===== src/rtl/icache_defines.svh =====
`ifndef ICACHE_DEFINES_SVH
`define ICACHE_DEFINES_SVH

// fetch address split: tag | set index | byte offset
`define ICACHE_TAG_W    23
`define ICACHE_INDEX_W  6
`define ICACHE_OFFSET_W 3

// one LRU bit per set limits this to two ways
`define ICACHE_WAYS     2

// one set per index value
`define ICACHE_SETS     (1 << `ICACHE_INDEX_W)

`endif


===== src/rtl/icache_pkg.sv =====
`include "icache_defines.svh"

package icache_pkg;

    // address fields
    typedef logic [`ICACHE_TAG_W-1:0]    tag_t;
    typedef logic [`ICACHE_INDEX_W-1:0]  index_t;
    typedef logic [`ICACHE_OFFSET_W-1:0] offset_t;

    // one instruction word
    typedef logic [31:0] word_t;

    // two words per line, word 0 in the low half
    typedef logic [63:0] line_t;

    typedef enum logic [2:0] {
        IDLE,
        LOOKUP,
        MISS,
        REFILL,
        RESPOND
    } ctrl_state_t;

endpackage


===== src/rtl/icache_ctrl.sv =====
`timescale 1ns/100ps
`include "icache_defines.svh"

module icache_ctrl (
    input  logic                    clk,
    input  logic                    rst,
    input  logic                    req_valid,
    output logic                    req_ready,
    input  logic [31:0]             req_addr,
    output logic                    rsp_valid,
    input  logic                    rsp_ready,
    output icache_pkg::word_t       rsp_data,
    output logic                    rd_en,
    output icache_pkg::index_t      rd_index,
    output icache_pkg::tag_t        cmp_tag,
    output logic                    word_sel,
    input  logic [`ICACHE_WAYS-1:0] way_valid,
    input  logic                    any_hit,
    input  logic                    hit_way,
    input  icache_pkg::word_t       hit_word,
    output logic [`ICACHE_WAYS-1:0] fill_en,
    output icache_pkg::index_t      fill_index,
    output icache_pkg::tag_t        fill_tag,
    output icache_pkg::line_t       fill_line,
    output logic                    mem_req_valid,
    input  logic                    mem_req_ready,
    output logic [31:0]             mem_req_addr,
    input  logic                    mem_rsp_valid,
    input  icache_pkg::line_t       mem_rsp_data
);

    icache_pkg::ctrl_state_t state;
    icache_pkg::ctrl_state_t next_state;

    // fields of the incoming address
    icache_pkg::tag_t        addr_tag;
    icache_pkg::index_t      addr_index;
    icache_pkg::offset_t     addr_offset;

    // request buffer
    icache_pkg::tag_t        req_tag;
    icache_pkg::index_t      req_index;
    icache_pkg::offset_t     req_offset;

    icache_pkg::word_t       rsp_data_q;
    logic [`ICACHE_SETS-1:0] lru;
    logic                    victim;
    logic                    accept;
    logic                    fill;

    assign addr_tag    = req_addr[31:`ICACHE_INDEX_W+`ICACHE_OFFSET_W];
    assign addr_index  = req_addr[`ICACHE_INDEX_W+`ICACHE_OFFSET_W-1:`ICACHE_OFFSET_W];
    assign addr_offset = req_addr[`ICACHE_OFFSET_W-1:0];

    assign accept = (state == icache_pkg::IDLE) && req_valid;
    assign fill   = (state == icache_pkg::REFILL) && mem_rsp_valid;

    always_ff @(posedge clk) begin
        if (accept) begin
            req_tag    <= addr_tag;
            req_index  <= addr_index;
            req_offset <= addr_offset;
        end
    end

    // empty way first, way 0 before way 1, then the LRU way
    always_comb begin
        if (!way_valid[0]) begin
            victim = 1'b0;
        end else if (!way_valid[1]) begin
            victim = 1'b1;
        end else begin
            victim = lru[req_index];
        end
    end

    always_comb begin
        next_state = state;
        case (state)
            icache_pkg::IDLE: begin
                if (req_valid) begin
                    next_state = icache_pkg::LOOKUP;
                end
            end
            icache_pkg::LOOKUP: begin
                if (any_hit) begin
                    next_state = icache_pkg::RESPOND;
                end else begin
                    next_state = icache_pkg::MISS;
                end
            end
            icache_pkg::MISS: begin
                if (mem_req_ready) begin
                    next_state = icache_pkg::REFILL;
                end
            end
            icache_pkg::REFILL: begin
                // fill and re-read on the same edge
                if (mem_rsp_valid) begin
                    next_state = icache_pkg::LOOKUP;
                end
            end
            icache_pkg::RESPOND: begin
                if (rsp_ready) begin
                    next_state = icache_pkg::IDLE;
                end
            end
            default: begin
                next_state = icache_pkg::IDLE;
            end
        endcase
    end

    always_ff @(posedge clk) begin
        if (rst) begin
            state <= icache_pkg::IDLE;
            lru   <= '0;
        end else begin
            state <= next_state;
            // point at the way not used
            if (state == icache_pkg::LOOKUP && any_hit) begin
                lru[req_index] <= ~hit_way;
            end
        end
    end

    // held through back-pressure
    always_ff @(posedge clk) begin
        if (state == icache_pkg::LOOKUP && any_hit) begin
            rsp_data_q <= hit_word;
        end
    end

    assign req_ready = (state == icache_pkg::IDLE);
    assign rsp_valid = (state == icache_pkg::RESPOND);
    assign rsp_data  = rsp_data_q;

    assign rd_en    = accept || fill;
    assign rd_index = (state == icache_pkg::IDLE) ? addr_index : req_index;
    assign cmp_tag  = req_tag;
    assign word_sel = req_offset[2];

    always_comb begin
        fill_en         = '0;
        fill_en[victim] = fill;
    end

    assign fill_index = req_index;
    assign fill_tag   = req_tag;
    assign fill_line  = mem_rsp_data;

    assign mem_req_valid = (state == icache_pkg::MISS);
    assign mem_req_addr  = {req_tag, req_index, {`ICACHE_OFFSET_W{1'b0}}};

endmodule


===== config.mk =====
export PLATFORM = sky130hd
export DESIGN_NAME = icache_ctrl
export DESIGN_NICKNAME = d
export VERILOG_FILES = /design/src/rtl/icache_pkg.sv /design/src/rtl/icache_ctrl.sv
export VERILOG_INCLUDE_DIRS = /design/src /design/src/rtl
export SDC_FILE = /design/constraint.sdc
export NUM_CORES = 1
export LEC_CHECK = 0
export ABC_AREA = 0
export BUFFER_PORTS_ARGS = -buffer_cell sky130_fd_sc_hd__buf_2
export CAP_MARGIN = 10
export CORE_AREA = 2 2 130 132
export CTS_CLUSTER_SIZE = 20
export DETAILED_ROUTE_END_ITERATION = 10
export DIE_AREA = 0 0 132 134
export HOLD_SLACK_MARGIN = 0.1
export PLACE_DENSITY = 0.75
export SYNTH_ARGS = -nofsm -noshare
export SYNTH_HDL_FRONTEND = slang
export SYNTH_SLANG_ARGS = --single-unit

===== constraint.sdc =====
create_clock -name clk -period 3.4 [get_ports clk]
set_input_delay 0.34 -clock clk [delete_from_list [all_inputs] [get_ports clk]]
set_output_delay 0.34 -clock clk [all_outputs]
set_load 0.01 [all_outputs]

* Yosys cells after proc, flatten, opt, wreduce, memory -nomap -nowiden
Cells that the tools add are included.
Operators by class: reduce and logical (&&, ||, !) cells 8, muxes and demuxes 16, order comparisons 4, equal/unequal tests 8, bitwise logic cells 2
Operators with widths (count):
- 64-bit bitwise mux | 1
- 3-bit two-way mux | 5
- 3-bit one-hot mux with 5 select lines | 1
- 6-bit by 7-bit less-than comparator with 1-bit output (second input constant) | 1
- 1-bit binary-select mux with 6-bit select | 1
- 1-bit demux with 6-bit select | 1
- 3-bit by 2-bit equality test with 1-bit output (second input constant) | 2
- 6-bit by 1-bit >= comparator with 1-bit output (second input constant) | 1
- 6-bit two-way mux | 1
- 1-bit logical AND | 5
- 1-bit two-way mux | 5
- 2-bit by 1-bit inequality test with 1-bit output (second input constant) | 2
- 2-bit inequality test (second input constant) | 2
- 4-bit AND reduction | 1
- 3-bit by 1-bit equality test with 1-bit output (second input constant) | 1
- 3-bit equality test (second input constant) | 1
- 3-bit logical NOT | 1
- 2-bit bitwise AND | 1
- 1-bit by 2-bit less-than comparator with 1-bit output (second input constant) | 1
- 1-bit demux with 1-bit select | 1
- 1-bit >= comparator (second input constant) | 1
- 1-bit logical OR | 1
- 1-bit inverter | 1
Storage, ports and cells: input port bits 138, register bits after elaboration 131, logic and storage cells 44, output and inout bits 193

* Longest topological paths before layout
word-level depth 9, depth in mapped cells 7, mapped depth without buffers 5

* Worst setup path after synthesis
No wires, ideal clock.
kind flip-flop to output port, start register req_index[0], in the netlist fill_index[0], end output port fill_en[0], data required time 3060 ps, arrival 1952 ps, buffers on the path 1, stages on the path, launching flop included 7, slack 1108 ps, cell sequence edfxtp_1 -> buf_6 -> mux4_1 -> mux2i_1 -> o22ai_1 -> or4_1 -> o22ai_2
On the way: cells in the longest elaborated chain, start to end 9, elaborated cells on any way between the ends 10, those cells by class order compare: 2; mux: 6; bitwise: 1; reduce/logical: 1
RTL lines:
- from (decl) | RTL line icache_ctrl.sv:42 | icache_pkg::index_t req_index;
- from (signal assigned) | RTL line icache_ctrl.sv:61 | req_index <= addr_index;
- 1-bit binary-select mux with 6-bit select (*) | RTL line icache_ctrl.sv:73 | victim = lru[req_index];
- 1-bit two-way mux (not written as such) (*) | RTL line icache_ctrl.sv:73
- 1-bit two-way mux (*) | RTL line icache_ctrl.sv:70 | end else if (!way_valid[1]) begin
- 1-bit two-way mux (*) | RTL line icache_ctrl.sv:68 | if (!way_valid[0]) begin
- 1-bit by 2-bit less-than comparator with 1-bit output (not written as such) / 1-bit >= comparator (equally long branches) | RTL line icache_ctrl.sv:145 | fill_en[victim] = fill;
- 1-bit logical AND (not written as such) | RTL line icache_ctrl.sv:145
- 1-bit two-way mux (not written as such) | RTL line icache_ctrl.sv:145
- 1-bit demux with 1-bit select (*) | RTL line icache_ctrl.sv:145
- 2-bit bitwise AND (no line) (*)
- to (decl) | RTL line icache_ctrl.sv:21 | output logic [`ICACHE_WAYS-1:0] fill_en,
Mark *: on every way between the ends. The rest lies on a longest branch, timed or not. The select of a mux whose other input is x is not followed.

* Worst setup path after layout
start register req_index[2], in the netlist fill_index[2], end output port fill_en[1]
The elaborated chain is that of the path after synthesis.

==> results by group <==
Power and ir drop
  • Pleak: between 2 and 3 nW
  • VDD IR max: between 0.3 and 0.4 mV
  • Power per Cell Area: about 610 nW/um^2
  • Final total power: 4.64 mW

Cells and area
  • Ant. Diodes: 0
  • Commonest non-fill, non-tap cell in the layout: buf_2
  • Nets: ~800
  • Register area: 3200 sq um
  • Share of cells above drive strength 1: between 30% and 40%
  • Fin area: 7620 sq um
  • # fillers: between 1000 and 1500
  • Multi-input combinational cell area: 1860 sq um
  • Most frequent cells in the layout: 197 x buf_2, 68 x a21oi_1, 67 x dfxtp_1
  • Layout Area Growth over Synthesis: 22.9%

Clocking
  • Root Driver: clkbuf_16
  • H-tree depth: 4
  • CTS sink count: around 130
  • Worst-path clk slew: 0.07 ns
  • Clk buf depth: 2
  • CTS tree: done
  • Insertion delay to the later sink of the worst-skew pair: 0.42 ns
  • Num CTS Buffers: 17

STA
  • Min Tclk post-route: 3.19 ns
  • Slew HR: between 10% and 20%
  • Worst Clk Skew: about 0.020 ns
  • Slew @ Worst Pin: around 1.2 ns
  • Post-route setup TNS: 0 ns
  • Final setup violation count: 0
  • Hold Violations, Final: 0
  • RSZ-0062 raised after global routing: no
  • Peak Freq: 0.314 GHz
  • Final Cycle Share: 93.7%
  • Max-slew violation count: 0
  • Final WS setup: ~0.21 ns
  • Fin Hold WS: around 0.12 ns

Min path
  • WHS Path Cells: 1
  • Hold/Removal Path Class: in2reg
  • Hold Crit Start: req_addr[7]
  • WHS Endpoint: fill_index[4]

Placed design
  • Placed cell area: around 6500 sq um
  • Setup slack at placement: around 0.55 ns
  • Hpwl dp: 12400 um
  • IO Port Bufs: slightly below 200
  • GPL Wtd Cong: roughly 0.81

GRT
  • GRT overflow: 0
  • GRT Total Usage: between 20% and 30%
  • Largest net degree at the start of global routing: 65
  • Vias in the first global route: around 4500
  • First-pass GRT wire length: roughly 27000 um
  • Initial antenna violation count: 1

Yosys
  • Netlist cell types: between 40 and 50
  • Synth Register Bits: between 100 and 150
  • Post-Syn Instances: 542
  • Synth area leader: edfxtp_1
  • Cell Area, Synth: 6200 sq um
  • Top post-synthesis cells by area: edfxtp_1 30%, dfxtp_1 22%, buf_4 15%, a311oi_1 9.3%, a21oi_1 5.5%
  • Mux share of post-synthesis cell area: under 10%
  • Yosys warnings: 0
  • Synth Area in XOR/XNOR: 0%
  • Mapped Avg Cell Area: 11.4 sq um
  • Largest family of logic cells by synthesized area: buffers and inverters
  • Post-Synth Adder-Cell Area: 0%
  • Sequential share of the synthesized area: between 50 and 60%
  • Top cell type's share of synthesized area: between 30% and 40%
  • Synth Area in Compound Gates: between 10% and 20%
  • Simple-gate share of the synthesized area: 5.77%

Routing
  • Average via count per standard cell: ~5.4
  • DR pass1 iterations: 5
  • Starting DRT DRC Count: just over 500
  • Post-Route WL: ~19000 um
  • Antenna viol nets, final: 0
  • WL/cell: ~21 um
  • DRC: 0
  • Routed via count: a little under 5000

Setup path
  • WS Path Type: reg2out
  • R2R cell count: 4
  • WP data required: approximately 3 ns
  • Critical path arrival: approximately 2.9 ns
  • Critical path capture point type: primary output
  • R2R Setup Slk: 0.86 ns
  • RR Endpoint: lru[5]
  • CP Launch Type: flip-flop
  • Crit-path max FO: 18
  • FF-to-FF Start: fill_index[2]

Floorplan
  • Die area: 17700 sq um
  • Ports: ~330
  • Row count: between 40 and 50
  • Die span in y: approximately 130 um
  • Core ar.: approximately 16000 sq um
  • Overall die width: ~130 um
  • Starting Density: a little under two fifths

Job
  • Max Cap Viol: 0

Status
  • Status: completed
## worst max-delay path: stages, from the launching register on
cell and delay [ns]:
edfxtp_1 0.91, mux4_2 0.62, o211a_1 0.16, o32ai_2 0.38, o41a_1 0.22, buf_2 0.15
## through the flow
stage               utilization, %  instances
global route                  46.8        903
floorplan                        -        544
global placement              39.7        814
detailed placement            39.7        814
finish                        46.8        903
CTS                           46.5        899
## what timing repair did
item,4_1_cts,5_1_grt
setup endpoints to repair,0,2
buffers inserted,0,3
gates resized for setup,0,0
hold buffers,53,1
endpoints found under the hold margin,53,1
## cells in the mapped netlist, drive strengths merged
master / instances
a2111oi: 1
a211o: 1
a21o: 1
a21oi: 68
a221oi: 2
a22o: 1
a22oi: 3
a311oi: 66
and2: 4
and3: 1
and3b: 2
and4bb: 1
buf: 142
clkbuf: 20
conb: 1
dfxtp: 67
edfxtp: 62
inv: 7
mux2: 3
mux2i: 16
mux4: 8
nand2: 16
nand2b: 3
nand3: 2
nor2: 13
nor2b: 7
nor3: 9
nor3b: 1
o211a: 1
o21a: 2
o21ai: 4
o221a: 1
o22ai: 2
o31ai: 1
o32ai: 1
o41a: 1
or4: 1
## area by class of cell
class                           instances  area share [%]
Sequential cell                       129            42.0
Clock inverter                         15            2.07
Inverter                                7           0.345
Multi-Input combinational cell        246            24.4
Tap cell                              220            3.61
Timing Repair Buffer                  269            22.0
Clock buffer                           17            5.58
## kinds of logic after synthesis
kind of cell	after synthesis
buffers and inverters	169
flip-flops	129
AO/OA/AOI/OAI	156
AND/OR/NAND/NOR	60
multiplexers	27
other	1
## where the power goes
part	internal (mW)	total, mW	switching [mW]	leakage, nW
clock	0.982	1.77	0.784	0.285
sequential	1.78	1.89	0.108	1.12
combinational	0.381	0.986	0.606	1.54
total	3.15	4.64	1.50	2.94
## worst max-delay path by stage
stage	depth (start not counted)	slack, ns	startpoint	end
5_1_grt	6	0.07	fill_index[2]	fill_en[1]
2_1_floorplan	6	1.11	fill_index[0]	fill_en[0]
6_report	5	0.21	fill_index[2]	fill_en[1]
3_3_place_gp	7	0.58	fill_index[0]	fill_en[0]
3_5_place_dp	7	0.55	fill_index[0]	fill_en[0]
4_1_cts	7	0.09	fill_index[0]	fill_en[0]
## per-layer routing
layer | part of all wire (%) | vias to the layer above | global-route usage [%] | wire, um
met5 | 0 | - | 0 | 0
met4 | 5.2 | 0 | 14.7 | 978
met3 | 10 | 87 | 7.41 | 1940
met2 | 50 | 299 | 34.9 | 9440
met1 | 34 | 2268 | 20.8 | 6360
li1 | - | 2180 | - | -
## registers in the layout, summed over array words and instances (netlist names)
signal / cells
cmp_tag: 23
fill_index: 6
lru: 64
req_offset: 1
rsp_data: 32
state: 3
Note: power is estimated with default switching activity, not from simulation.
