===== src/rtl/icache_defines.svh =====
`ifndef ICACHE_DEFINES_SVH
`define ICACHE_DEFINES_SVH

// fetch address split: tag | set index | byte offset
`define ICACHE_TAG_W    23
`define ICACHE_INDEX_W  6
`define ICACHE_OFFSET_W 3

// one LRU bit per set limits this to two ways
`define ICACHE_WAYS     2

// one set per index value
`define ICACHE_SETS     (1 << `ICACHE_INDEX_W)

`endif


===== src/rtl/icache_pkg.sv =====
`include "icache_defines.svh"

package icache_pkg;

    // address fields
    typedef logic [`ICACHE_TAG_W-1:0]    tag_t;
    typedef logic [`ICACHE_INDEX_W-1:0]  index_t;
    typedef logic [`ICACHE_OFFSET_W-1:0] offset_t;

    // one instruction word
    typedef logic [31:0] word_t;

    // two words per line, word 0 in the low half
    typedef logic [63:0] line_t;

    typedef enum logic [2:0] {
        IDLE,
        LOOKUP,
        MISS,
        REFILL,
        RESPOND
    } ctrl_state_t;

endpackage


===== src/rtl/icache_way_select.sv =====
`timescale 1ns/100ps
`include "icache_defines.svh"

module icache_way_select (
    input  logic [`ICACHE_WAYS-1:0] hit,
    input  icache_pkg::line_t       line [`ICACHE_WAYS],
    input  logic                    word_sel,
    output logic                    any_hit,
    output logic                    hit_way,
    output icache_pkg::word_t       word
);

    icache_pkg::line_t sel_line;

    assign any_hit = |hit;

    // at most one way hits, so a plain scan encodes it
    always_comb begin
        hit_way  = 1'b0;
        sel_line = line[0];
        for (int w = 0; w < `ICACHE_WAYS; w++) begin
            if (hit[w]) begin
                hit_way  = 1'(w);
                sel_line = line[w];
            end
        end
    end

    // offset bit 2 picks the upper word
    always_comb begin
        if (word_sel) begin
            word = sel_line[63:32];
        end else begin
            word = sel_line[31:0];
        end
    end

endmodule


===== config.mk =====
export PLATFORM = sky130hd
export DESIGN_NAME = icache_way_select
export DESIGN_NICKNAME = d
export VERILOG_FILES = /design/src/rtl/icache_pkg.sv /design/src/rtl/icache_way_select.sv
export VERILOG_INCLUDE_DIRS = /design/src /design/src/rtl
export SDC_FILE = /design/constraint.sdc
export NUM_CORES = 1
export LEC_CHECK = 0
export ABC_AREA = 0
export ABC_CLOCK_PERIOD_IN_PS = 2600
export BUFFER_PORTS_ARGS = -buffer_cell sky130_fd_sc_hd__buf_2
export CORE_AREA = 2 2 63 65
export DETAILED_ROUTE_END_ITERATION = 7
export DIE_AREA = 0 0 65 67
export PLACE_DENSITY_LB_ADDON = 0.2
export RECOVER_POWER = 25
export SLEW_MARGIN = 20
export SYNTH_ARGS = -nofsm -noshare
export SYNTH_HDL_FRONTEND = slang
export SYNTH_SLANG_ARGS = --single-unit

===== constraint.sdc =====
create_clock -name vclk -period 2.6
set_input_delay 0.65 -clock vclk [all_inputs]
set_output_delay 0.65 -clock vclk [all_outputs]
set_load 0.01 [all_outputs]

# Word level (Yosys, flattened, before mapping)
# Cells that the tools add are included.
word_totals:
  reg_bits: 0
  output_inout_bits: 34
  wordCells: 4
classes:
  mux: 3
  reduce_logical: 1
op_table:
  columns: ["cell", "n"]
  rows:
  - ["$mux W64", 1]
  - ["$mux W32", 1]
  - ["$reduce_or A2 Y1", 1]
  - ["$mux W1", 1]

# Depth between registers and ports, before layout
# Gate-level depths: netlist of the first run.
depth:
  word_depth: 2
  ltp_mapped: 3
  depth_no_buf: 1

# Worst setup path before layout of the first run
# Ideal clock, no wire load.
synth_path:
  path_kind: "input port to output port"
  from: "input port hit[1]"
  to: "output port word[10]"
  t_arrival_ns: 1.446
  required_time_ns: 1.950
  path_slack_ns: 0.504
  stages: 3
  cell_sequence: "buf_6 buf_12 mux4_2"
synth_via:
  elab_chain_cells: 2
synth_lines:
  columns: ["item", "line", "text"]
  rows:
  - ["start: declaration", "icache_way_select.sv:5", "input logic [`ICACHE_WAYS-1:0] hit,"]
  - ["$mux W64", "icache_way_select.sv:22", "if (hit[w]) begin"]
  - ["$mux W32", "icache_way_select.sv:31", "if (word_sel) begin"]
  - ["end: declaration", "icache_way_select.sv:10", "output icache_pkg::word_t word"]
# Every way passes these cells.

# Worst setup path after layout of the first run
layout_path:
  from: "input port hit[1]"
  to: "output port word[31]"
# Same word-level chain as after synthesis.

==> results of run 1 <==
-- Yosys cell counts --
cell type	count
buf_12	3
buf_2	3
buf_4	1
buf_6	1
mux4_1	3
mux4_2	29
or2_2	1
-- per-stage QoR --
step                      worst slack (ns)  power (uW)  std cells
after floorplan                     0.5037       153.0         41
after global placement              0.2597       296.3        249
after detailed placement            0.2457       301.1        249
after CTS                           0.2455       301.7        249
after global routing                0.2000       318.5        249
final                               0.2644       294.7        249
-- logic make-up after synthesis --
kind of cell | synth area share
AND/OR/NAND/NOR | 0.007524
multiplexers | 0.8797
buffers and inverters | 0.1128
-- final timing paths --
path  startpoint       end  slack [ns]  cells after the start
max       hit[1]  word[31]        0.26                      4
min       hit[0]   any_hit        1.60                      3
-- worst max-delay path, stage by stage --
cell,delay (ns)
buf_2,0.14
buf_12,0.18
mux4_1,0.55
buf_2,0.16
-- power groups by stage --
| stage | Sequential [uW] | Clock [uW] | Combinational (uW) |
|---|---|---|---|
| 2_1_floorplan | 0 | 0 | 153 |
| 3_3_place_gp | 0 | 0 | 296 |
| 3_5_place_dp | 0 | 0 | 301 |
| 4_1_cts | 0 | 0 | 302 |
| 5_1_grt | 0 | 0 | 319 |
| 6_report | 0 | 0 | 295 |
-- cell type report --
class                      count  area share
multi-input combinational     33      0.4403
tap                           48     0.03582
timing repair buffer         168      0.5239
-- metal layers --
layer,wire [um],vias to the layer above,global-route usage
li1,-,534,-
met1,1117,544,0.1498
met2,2052,102,0.3660
met3,592,4,0.05574
met4,40,0,0.01862
met5,0,-,0
==> run_results.csv, run 1 <==
group,metric,value,unit
pwr,switching_share,0.3697,
pwr,clkPwrFrac,0,
floorplanning,io_pins,165,
detailed_routing,drt_first_pass_iters,2,
detailed_routing,routed_wl,3.802,mm
timing,tightest_slew,0.1916,ns
clock_tree,post_cts_buffers,0,
flow_run,maxCapViolations,0,
timing,slew_viol_final,0,
critical_path,crit_arrival,1.69,ns
synth,synthTopCellsByArea,"mux4_2 (78%), mux4_1 (9.5%), buf_12 (7.2%)",
timing,fmax,428.2,MHz
floorplanning,core_area,3606,um^2
global_route,grt_pass1_wl,5.733,mm
global_route,grt_pass1_vias,1303,
critical_path,path_class,"in2out",
final_layout,area_growth,101.5,%
floorplanning,rows,22,
floorplanning,die-area,4355,um^2
timing,tns,0,ns
global_route,grt_start_max_net_pins,27,
synth,synth_top_area_cell,"mux4_2",
synth,avgSynthCellArea,20.29,um^2
pwr,p_int,185.8,uW
detailed_routing,via_per_inst,4.755,
placement,port_buffers,165,
final_layout,fin_util,0.4650,
clock_tree,cts.repair.resized,0,
timing,finalHoldViolations,0,
min_path,min-delay-path-class,"in2out",
synth,syn_area,832.0,um^2
detailed_routing,drcViolationCount,0,
final_layout,drive_gt1_frac,0.9552,
synth,yosysSeqAreaShare,0,
synth,yosysTopAreaCellShare,0.7850,
global_route,grtUsageTotal,0.1686,
final_layout,final_common_cell,"buf_2",
placement,globalplace.congestion,0.7587,
floorplanning,die_w,65,um
detailed_routing,drt_iter0_markers,37,
synth,synth_cells,41,
timing,layout_min_cycle_time,2.336,ns
timing,period_share,0.8983,
synth,ys_types,7,
critical_path,crit_required,1.95,ns
timing,whs,1.598,ns
final_layout,antenna_cells,0,
floorplanning,die_h,67,um
floorplanning,initial_core_util,0.2307,
final_layout,seq_area,0,um^2
placement,postPlaceCellArea,1684,um^2
timing,slew_headroom,0.8722,
global_route,antenna_found_initial,0,
pwr,switching_power,108.9,uW
final_layout,mostFrequentLayoutCells,"buf_2 (159), mux4_2 (29), clkbuf_1 (6)",
pwr,seqPwrFrac,0,
detailed_routing,vias,1184,
timing,rsz0062_at_grt,"false",
detailed_routing,antenna_left,0,
final_layout,final_nets,334,
global_route,grt_overflow,0,
pwr,combPwrFrac,1.000,
pwr,leakage,0.0008795,uW
final_layout,multiInputGateArea,738.2,um^2
critical_path,critPathLaunchType,"primary input",
pwr,peakVddDrop,0.00007090,V
pwr,powerDensity,175.8,nW/um^2
synth,ys_warn_count,0,
clock_tree,hold_buffers,0,
final_layout,design_area,1677,um^2
synth,syn-num-nets,172,
critical_path,worstSetupEndpointType,"output port",
final_layout,final.fill_count,372,
timing,setup_viol,0,
outcome,status,"finished, final reports clean",
detailed_routing,wl_per_cell,15.27,um
critical_path,cp_max_fo,17,
final_layout,nClkBuffers,0,
final_layout,design.seq.count,0,
No activity file was read; power rests on OpenSTA's default activity.
==> inputs of run 2 (changes only) <==
- ABC_AREA: 0 -> 1
- CORE_AREA: 2 2 63 65 -> unset
- CORE_UTILIZATION: unset -> 40
- DIE_AREA: 0 0 65 67 -> unset
==> run_results.csv, run 2 <==
group,metric,value,unit
min_path,min-delay-path-class,"in2out",
clock_tree,cts.repair.resized,0,
synth,synth_fa_ha_area_frac,0,
final_layout,nClkBuffers,0,
pwr,combPwrFrac,1.000,
pwr,leakage,0.001904,uW
min_path,hold-path-endpoint,"any_hit",
synth,synthTopCellsByArea,"nand2_1 (38%), inv_1 (31%), nand3_1 (20%)",
synth,syn-num-nets,507,
pwr,seqPwrFrac,0,
clock_tree,hold_buffers,0,
global_route,antenna_found_initial,0,
pwr,switching_share,0.5250,
pwr,p_int,170.9,uW
synth,synth_top_family_by_area,"simple AND/OR/NAND/NOR gates",
placement,port_buffers,165,
critical_path,path_class,"in2out",
synth,ys_types,8,
synth,avgSynthCellArea,4.190,um^2
pwr,powerDensity,153.4,nW/um^2
timing,fmax,449.6,MHz
timing,slew_viol_final,0,
critical_path,critical_path.slowest_cell,"buf_4",
detailed_routing,antenna_left,0,
final_layout,multiInputGateArea,927.1,um^2
timing,period_share,0.8555,
outcome,status,"finished, final reports clean",
final_layout,design.seq.count,0,
final_layout,area_growth,48.85,%
timing,setup_viol,0,
synth,muxShareOfSynthArea,0,
global_route,grtUsageTotal,0.2324,
synth,ys_warn_count,0,
floorplanning,core_area,3716,um^2
timing,layout_min_cycle_time,2.224,ns
placement,postPlaceCellArea,2351,um^2
synth,syn_area,1575,um^2
placement,placed_cells,573,
pwr,clkPwrFrac,0,
final_layout,drive_gt1_frac,0.3181,
critical_path,crit_arrival,1.57,ns
final_layout,final_cells,573,
placement,hpwl,3.810,mm
floorplanning,io_pins,165,
synth,synth_common_cells,"nand2_1 (160), inv_1 (129), nand3_1 (64)",
synth,synth-xor-area-share,0,
floorplanning,die_h,64.76,um
floorplanning,initial_core_util,0.4239,
global_route,grt_overflow,0,
placement,globalplace.congestion,0.7849,
pwr,peakVddDrop,0.00008958,V
detailed_routing,vias,2442,
timing,tightest_slew,0.3489,ns
detailed_routing,wl_per_cell,8.649,um
detailed_routing,via_per_inst,4.262,
synth,yosysTopAreaCellShare,0.3813,
floorplanning,die-area,4193,um^2
timing,tns,0,ns
critical_path,worstSetupEndpointType,"output port",
detailed_routing,drt_first_pass_iters,4,
synth,synth_top_area_cell,"nand2_1",
min_path,hold_depth,3,
detailed_routing,drt_iter0_markers,103,
timing,slew_headroom,0.7674,
synth,yosysSeqAreaShare,0,
final_layout,final.fill_count,415,
synth,synth_cells,376,
timing,finalHoldViolations,0,
flow_run,maxCapViolations,0,
final_layout,seq_area,0,um^2
global_route,grt_pass1_wl,8.280,mm
critical_path,cp_max_fo,32,
final_layout,design_area,2345,um^2
critical_path,slowest_delay,0.33,ns
critical_path,cp_cell_sequence,"buf_2 > inv_1 > buf_4 > nand3_1 > nand2_1 > clkbuf_1",
min_path,hp-start,"hit[0]",
detailed_routing,drcViolationCount,0,
synth,synth-compound-area-share,0,
final_layout,antenna_cells,0,
global_route,grt_start_max_net_pins,67,
final_layout,final_nets,658,
final_layout,fin_util,0.6310,
synth,synth_simple_gate_area_frac,0.5886,
detailed_routing,routed_wl,4.956,mm
final_layout,mostFrequentLayoutCells,"nand2_1 (160), buf_2 (160), inv_1 (129)",
pwr,switching_power,188.9,uW
timing,rsz0062_at_grt,"false",
floorplanning,die_w,64.76,um
synth,synth.most_common_cell,"nand2_1",
critical_path,crit_required,1.95,ns
global_route,grt_pass1_vias,2148,
floorplanning,rows,22,
clock_tree,post_cts_buffers,0,
critical_path,critPathLaunchType,"primary input",
[run 2: cell count changes after synthesis]
cell / before / now
buf_2: 3 / 11
buf_4: 1 / 2
inv_2: 0 / 1
mux4_1: 3 / 0
buf_6: 1 / 8
nand3_1: 0 / 64
inv_1: 0 / 129
buf_12: 3 / 0
nand2_1: 0 / 160
mux4_2: 29 / 0
[run 2: worst max-delay path, delay by kind of cell]
family                 cells  cell delay (ns)
buffers and inverters      4             0.73
and+or+nand+nor            2             0.19
[run 2: cell type report]
cell class / instances / area share
timing repair buffer: 170 / 0.3709
tap: 48 / 0.02561
multi-input combinational: 225 / 0.3954
inverter: 130 / 0.2081
[run 2: cells by family (layout without fill, tap and decap cells)]
family                 Yosys count  count (layout)
buffers and inverters          151             300
and+or+nand+nor                225             225
[run 2: per-layer routing]
metal  share of wire  global-route usage  up-vias
met5               0                   0        -
met4          0.0079             0.02500        0
met3           0.089             0.03169        4
met2            0.49              0.4818       96
met1            0.42              0.2469     1002
li1                -                   -     1340
[run 2: how the worst max path moves through the flow]
stage | startpoint | to | slack [ns] | cells past startpoint
6_report | word_sel | word[22] | 0.38 | 6
5_1_grt | word_sel | word[6] | 0.26 | 6
4_1_cts | word_sel | word[30] | 0.39 | 6
3_5_place_dp | word_sel | word[30] | 0.40 | 6
3_3_place_gp | word_sel | word[5] | 0.40 | 6
2_1_floorplan | word_sel | word[10] | 0.72 | 5
[run 2: per-stage QoR]
| stage | power [uW] | hold WS (ns) | worst slack [ns] |
|---|---|---|---|
| 2_1_floorplan | 210.2 | 1.392 | 0.7193 |
| 3_3_place_gp | 360.1 | 1.582 | 0.4026 |
| 3_5_place_dp | 362.9 | 1.584 | 0.3952 |
| 4_1_cts | 364.8 | 1.584 | 0.3880 |
| 5_1_grt | 412.4 | 1.646 | 0.2589 |
| 6_report | 359.8 | 1.606 | 0.3756 |
[run 2: power groups by stage]
stage	registers, uW	clock network (uW)	logic (uW)
after floorplan	0	0	210
after global placement	0	0	360
after detailed placement	0	0	363
after CTS	0	0	365
after global routing	0	0	412
final	0	0	360
==> inputs of run 3 (changes only) <==
==> constraint.sdc (replaced) <==
create_clock -name vclk -period 2.6
set_input_delay 0.13 -clock vclk [all_inputs]
set_output_delay 0.13 -clock vclk [all_outputs]
set_load 0.01 [all_outputs]
==> run_results.csv, run 3 (synthesis results as in run 2) <==
group,metric,value,unit
critical_path,critPathLaunchType,"primary input",
global_route,grtUsageTotal,0.2280,
outcome,status,"finished, final reports clean",
clock_tree,hold_buffers,0,
timing,tns,0,ns
critical_path,crit_path_start,"hit[1]",
pwr,seqPwrFrac,0,
placement,globalplace.congestion,0.8408,
timing,slew_headroom,0.1824,
floorplanning,die_h,64.76,um
timing,setup_viol,0,
timing,finalHoldViolations,0,
global_route,grt_overflow,0,
final_layout,fin_util,0.6222,
floorplanning,core_area,3716,um^2
clock_tree,cts.repair.resized,0,
timing,layout_min_cycle_time,1.744,ns
detailed_routing,wl_per_cell,8.443,um
detailed_routing,vias,2432,
final_layout,design.seq.count,0,
floorplanning,die_w,64.76,um
timing,slew_viol_final,0,
pwr,powerDensity,153.4,nW/um^2
critical_path,crit_required,2.47,ns
detailed_routing,drcViolationCount,0,
pwr,p_int,167.1,uW
clock_tree,post_cts_buffers,0,
critical_path,cp_max_fo,66,
global_route,antenna_found_initial,0,
detailed_routing,drt_first_pass_iters,4,
detailed_routing,drt_iter0_markers,126,
global_route,grt_pass1_wl,8.148,mm
floorplanning,io_pins,165,
pwr,leakage,0.001883,uW
pwr,peakVddDrop,0.0001483,V
timing,fmax,573.4,MHz
timing,tightest_slew,1.226,ns
pwr,switching_share,0.5290,
detailed_routing,via_per_inst,4.259,
floorplanning,initial_core_util,0.4239,
timing,rsz0062_at_grt,"false",
detailed_routing,routed_wl,4.821,mm
floorplanning,rows,22,
critical_path,path_class,"in2out",
min_path,hp-start,"hit[0]",
final_layout,drive_gt1_frac,0.3117,
critical_path,worstSetupEndpointType,"output port",
placement,port_buffers,165,
min_path,hold_depth,3,
pwr,clkPwrFrac,0,
global_route,grt_pass1_vias,2054,
critical_path,crit_arrival,1.61,ns
final_layout,final_nets,656,
min_path,min-delay-path-class,"in2out",
final_layout,nClkBuffers,0,
timing,period_share,0.6708,
final_layout,seq_area,0,um^2
final_layout,mostFrequentLayoutCells,"nand2_1 (160), buf_2 (158), inv_1 (129)",
pwr,switching_power,187.7,uW
pwr,combPwrFrac,1.000,
floorplanning,die-area,4193,um^2
detailed_routing,antenna_left,0,
final_layout,antenna_cells,0,
final_layout,final_common_cell,"nand2_1",
global_route,grt_start_max_net_pins,67,
flow_run,maxCapViolations,0,
final_layout,area_growth,46.78,%
placement,hpwl,3.668,mm
-- run 3: changes by cell type in the layout (fill, tap and decap cells not counted), sizes merged --
cell,previous run,this run
buf,165,160
clkbuf,5,8
-- run 3: final cells by class --
type	instances	area, um^2
Timing Repair Buffer	168	837.1
Tap cell	48	60.06
Inverter	130	488.0
Fill cell	389	1404
Multi-Input combinational cell	225	927.1
-- run 3: worst max-delay path, stage by stage --
cell and delay, ns:
buf_2 0.09, clkbuf_2 0.91, nand2_1 0.15, nand3_1 0.13
nand2_1 0.05, buf_2 0.13
-- run 3: path summary, 6_finish.rpt --
kind,end,slack [ns]
worst max-delay path,word[20],0.86
worst min-delay path,any_hit,0.56
-- run 3: stage by stage --
stage	cells	setup slack [ns]	hold slack, ns	total power, uW	area (um^2)
floorplan	376	1.759	0.3518	210.2	1575
finish	571	0.8560	0.5635	354.8	2312
global placement	571	1.127	0.5416	355.2	2323
detailed placement	571	1.114	0.5432	357.6	2323
global route	571	0.5790	0.5816	407.3	2312
CTS	571	1.111	0.5432	358.9	2323
-- run 3: layer usage --
metal | track usage | up-vias | wire length (um)
met5 | 0 | - | 0
met4 | 0.02222 | 0 | 36
met3 | 0.02993 | 4 | 396
met2 | 0.4401 | 97 | 2319
met1 | 0.2698 | 994 | 2068
li1 | - | 1337 | -
-- run 3: power groups by stage --
stage | Clock, uW | Combinational (uW) | Sequential [uW]
2_1_floorplan | 0 | 210 | 0
3_3_place_gp | 0 | 355 | 0
3_5_place_dp | 0 | 358 | 0
4_1_cts | 0 | 359 | 0
5_1_grt | 0 | 407 | 0
6_report | 0 | 355 | 0
